**src/hw/load_writeback.sv**
```systemverilog
`timescale 1ns/100ps
`default_nettype none

module load_writeback #(
    parameter int DATA_WIDTH = 32
)(
    input  wire logic                  clk,
    input  wire logic                  arst_n,
    input  wire logic                  load_req,
    input  wire logic [4:0]            rd_in,
    input  wire logic [DATA_WIDTH-1:0] rd_data,
    output logic                       wb_valid,
    output logic      [4:0]            wb_rd,
    output logic      [DATA_WIDTH-1:0] wb_data
);

    // one pulse per load
    always_ff @(posedge clk or negedge arst_n)
    begin
        if (!arst_n)
        begin
            wb_valid <= 1'b0;
        end
        else
        begin
            wb_valid <= load_req;
        end
    end

    // result and destination held until the next load
    always_ff @(posedge clk or negedge arst_n)
    begin
        if (!arst_n)
        begin
            wb_rd   <= '0;
            wb_data <= '0;
        end
        else if (load_req)
        begin
            wb_rd   <= rd_in;
            wb_data <= rd_data;
        end
    end

endmodule

`default_nettype wire

```
**config.mk**
```make
export PLATFORM = sky130hd
export DESIGN_NAME = load_writeback
export DESIGN_NICKNAME = d
export VERILOG_FILES = /design/src/hw/load_writeback.sv
export SDC_FILE = /design/constraint.sdc
export NUM_CORES = 1
export LEC_CHECK = 0
export BUFFER_PORTS_ARGS = -buffer_cell sky130_fd_sc_hd__buf_4
export CAP_MARGIN = 20
export CORE_MARGIN = 8
export CORE_UTILIZATION = 24
export DETAILED_ROUTE_END_ITERATION = 10
export HOLD_SLACK_MARGIN = 0.1
export PLACE_DENSITY = 0.59
export SLEW_MARGIN = 20
export SYNTH_ARGS = -nofsm -noshare
export SYNTH_HDL_FRONTEND = slang
export SYNTH_SLANG_ARGS = --single-unit
export TNS_END_PERCENT = 20
```
**constraint.sdc**
```tcl
create_clock -name clk -period 1.5 [get_ports clk]
set_clock_uncertainty 0.05 [all_clocks]
set_input_delay 0.075 -clock clk [delete_from_list [all_inputs] [get_ports clk]]
set_output_delay 0.075 -clock clk [all_outputs]
set_load 0.01 [all_outputs]
```
==> impl_metrics.csv <==
group,metric,value,unit
run_status,status,"complete, no violations",
synthesis,ys_seq_area_frac,0.6129,
critical_path,crit_family,"buffers and inverters",
floorplanning,start_util,0.2457,
drt,via_count,1098,
cts,cts_num_sinks,38,
sta,min_period,1.376,ns
critical_path,critical-path-max-stage-delay,0.53,ns
floorplanning,die_h,96.40,um
finish,mostFrequentLayoutCell,"buf_4",
global_route,grt_pass1_vias,1332,
critical_path,cp.arrival,1.49,ns
finish,area_growth,70.40,%
critical_path,timing.rr.start,"wb_data[19]$_DFFE_PN0P_",
cts,insertion_delay,0.28,ns
floorplanning,ios,78,
cts,numCtsBuffers,5,
power,leakagePower,1.305,nW
place,placed_cell_area,2175,um^2
synthesis,syn_area_per_cell,19.64,um^2
sta,slew_violations,0,
global_route,grt_overflow,0,
critical_path,path_class,"input pin to flip-flop",
synthesis,synth_nets,119,
drt,via_per_inst,3.978,
critical_path,worst_ep_required_time,1.61,ns
sta,fin_crit_sh,0.9170,
critical_path,critPathMaxFanout,20,
floorplanning,coreArea,6314,um^2
drt,first_pass_iters,2,
critical_path,critical-path-slowest-cell,"dlygate4sd3_1",
place,pre_cts_slack,0.3757,ns
floorplanning,die-area,9293,um^2
drt,drt_iter0_drc,7,
synthesis,ys_types,5,
cts,cts_tree,"built",
floorplanning,fp.dieW,96.40,um
critical_path,r2r-end,"wb_data[19]$_DFFE_PN0P_",
finish,final_area,2644,um^2
sta,layout_setup_ws,0.1245,ns
power,p_per_area,915.4,nW/um^2
critical_path,end_kind,"flip-flop",
sta,tightest_slew,0.4786,ns
sta,fmax,727.0,MHz
place,io_buffer_count,77,
floorplanning,rows,29,
drt,drtAntennaViolNets,0,
sta,fin_tns_setup,0,ns
cts,cts_max_level,2,
job,cap_violations,0,
sta,finalSetupViolations,0,
critical_path,rr_worst_depth,1,
place,place_congestion,0.6643,
cts,clk_pin_slew,0.07,ns
finish,layout_common_cells,"77 x buf_4, 39 x dlygate4sd3_1, 38 x dfrtp_1",
critical_path,worstPathCellList,"dlygate4sd3_1 > buf_4 > buf_12 > mux2_4",
synthesis,yosys_warnings,0,
finish,antenna_cells,0,
critical_path,rrSetupSlack,0.67,ns
synthesis,syn_area,1551,um^2
sta,slew_headroom,0.6810,
drt,routedWlPerCell,15.12,um
sta,hold_viol,0,
global_route,grt_max_degree,39,
cts,post_cts_buffers,0,
synthesis,ys_seq_elements,38,
place,place_inst,230,
global_route,grt_use_total,0.09773,
critical_path,crit_path_start_kind,"input pin",
finish,stdcell_count,276,
global_route,grt_first_pass_wirelength,6913,um
finish,drive_gt1_frac,0.6131,
finish,fin_nets,239,
power,vdd_drop_max,420.7,uV
cts,cts_resized,0,
drt,routed_wl,4173,um
cts,clock-root-buffer,"clkbuf_8",
sta,rsz0062_at_grt,"no",
cts,cts_buffer_depth,2,
critical_path,crit_buf_inv,3,
drt,drc_errors,0,
worst_hold_path,hold_class,"input pin to async pin",
synthesis,synthCells,79,
global_route,antenna_found_initial,0,
-- what timing repair did --
| action | CTS | global route |
|---|---|---|
| setup endpoints to repair | 0 | 0 |
| endpoints found under the hold margin | 76 | 0 |
| hold buffers | 39 | 0 |
-- Yosys cell counts --
master / n / area [um^2]
mux2_4: 30 / 450.4
mux2_2: 7 / 78.83
dfrtp_1: 38 / 950.9
buf_12: 3 / 60.06
buf_6: 1 / 11.26
-- final cells by class --
type / instances / area, um^2
Clock buffer: 5 / 68.82
Clock inverter: 2 / 10.01
Timing Repair Buffer: 117 / 988.4
Multi-Input combinational cell: 37 / 529.3
Sequential cell: 38 / 950.9
Tap cell: 77 / 96.34
Fill cell: 594 / 3670
-- kinds of logic (layout without fill, tap and decap cells) --
| family | after synthesis | after routing | synth area share |
|---|---|---|---|
| DFF | 38 | 38 | 0.6129 |
| buffers and inverters | 4 | 124 | 0.04597 |
| muxes | 37 | 37 | 0.3411 |
-- through the flow --
step	hold slack (ns)	power, mW	utilization
after floorplan	-0.2706	1.438	-
after global placement	0.02528	1.716	0.3444
after detailed placement	0.02529	1.720	0.3444
after CTS	0.2424	2.472	0.4187
after global routing	0.2924	2.572	0.4187
final	0.2600	2.420	0.4187
-- metal layers --
layer / routed length [um] / track usage / up-vias
met4: 53 / 0.03909 / 0
met2: 1989 / 0.1459 / 49
li1: - / - / 512
met1: 1736 / 0.1172 / 530
met3: 393 / 0.04946 / 7
met5: 0 / 0 / -
-- sequential cells by signal, summed over array words and instances (netlist names) --
signal	cells
wb_data	32
wb_rd	5
wb_valid	1
-- how the worst max path moves through the flow --
stage / from / endpoint / cells past startpoint
finish: load_req / wb_data[28]$_DFFE_PN0P_ / 4
global route: load_req / wb_data[28]$_DFFE_PN0P_ / 4
CTS: load_req / wb_data[28]$_DFFE_PN0P_ / 4
detailed placement: load_req / wb_data[28]$_DFFE_PN0P_ / 3
global placement: load_req / wb_data[5]$_DFFE_PN0P_ / 3
floorplan: wb_data[0]$_DFFE_PN0P_ / wb_data[0]$_DFFE_PN0P_ / 1
-- power by group --
part           switching [mW]  total [mW]  leakage [nW]  internal [mW]
Clock                   0.331       0.643        0.0438          0.312
Sequential             0.0601        1.19         0.444           1.13
Combinational           0.200       0.591         0.816          0.391
Note: power is estimated with default switching activity, not from simulation.
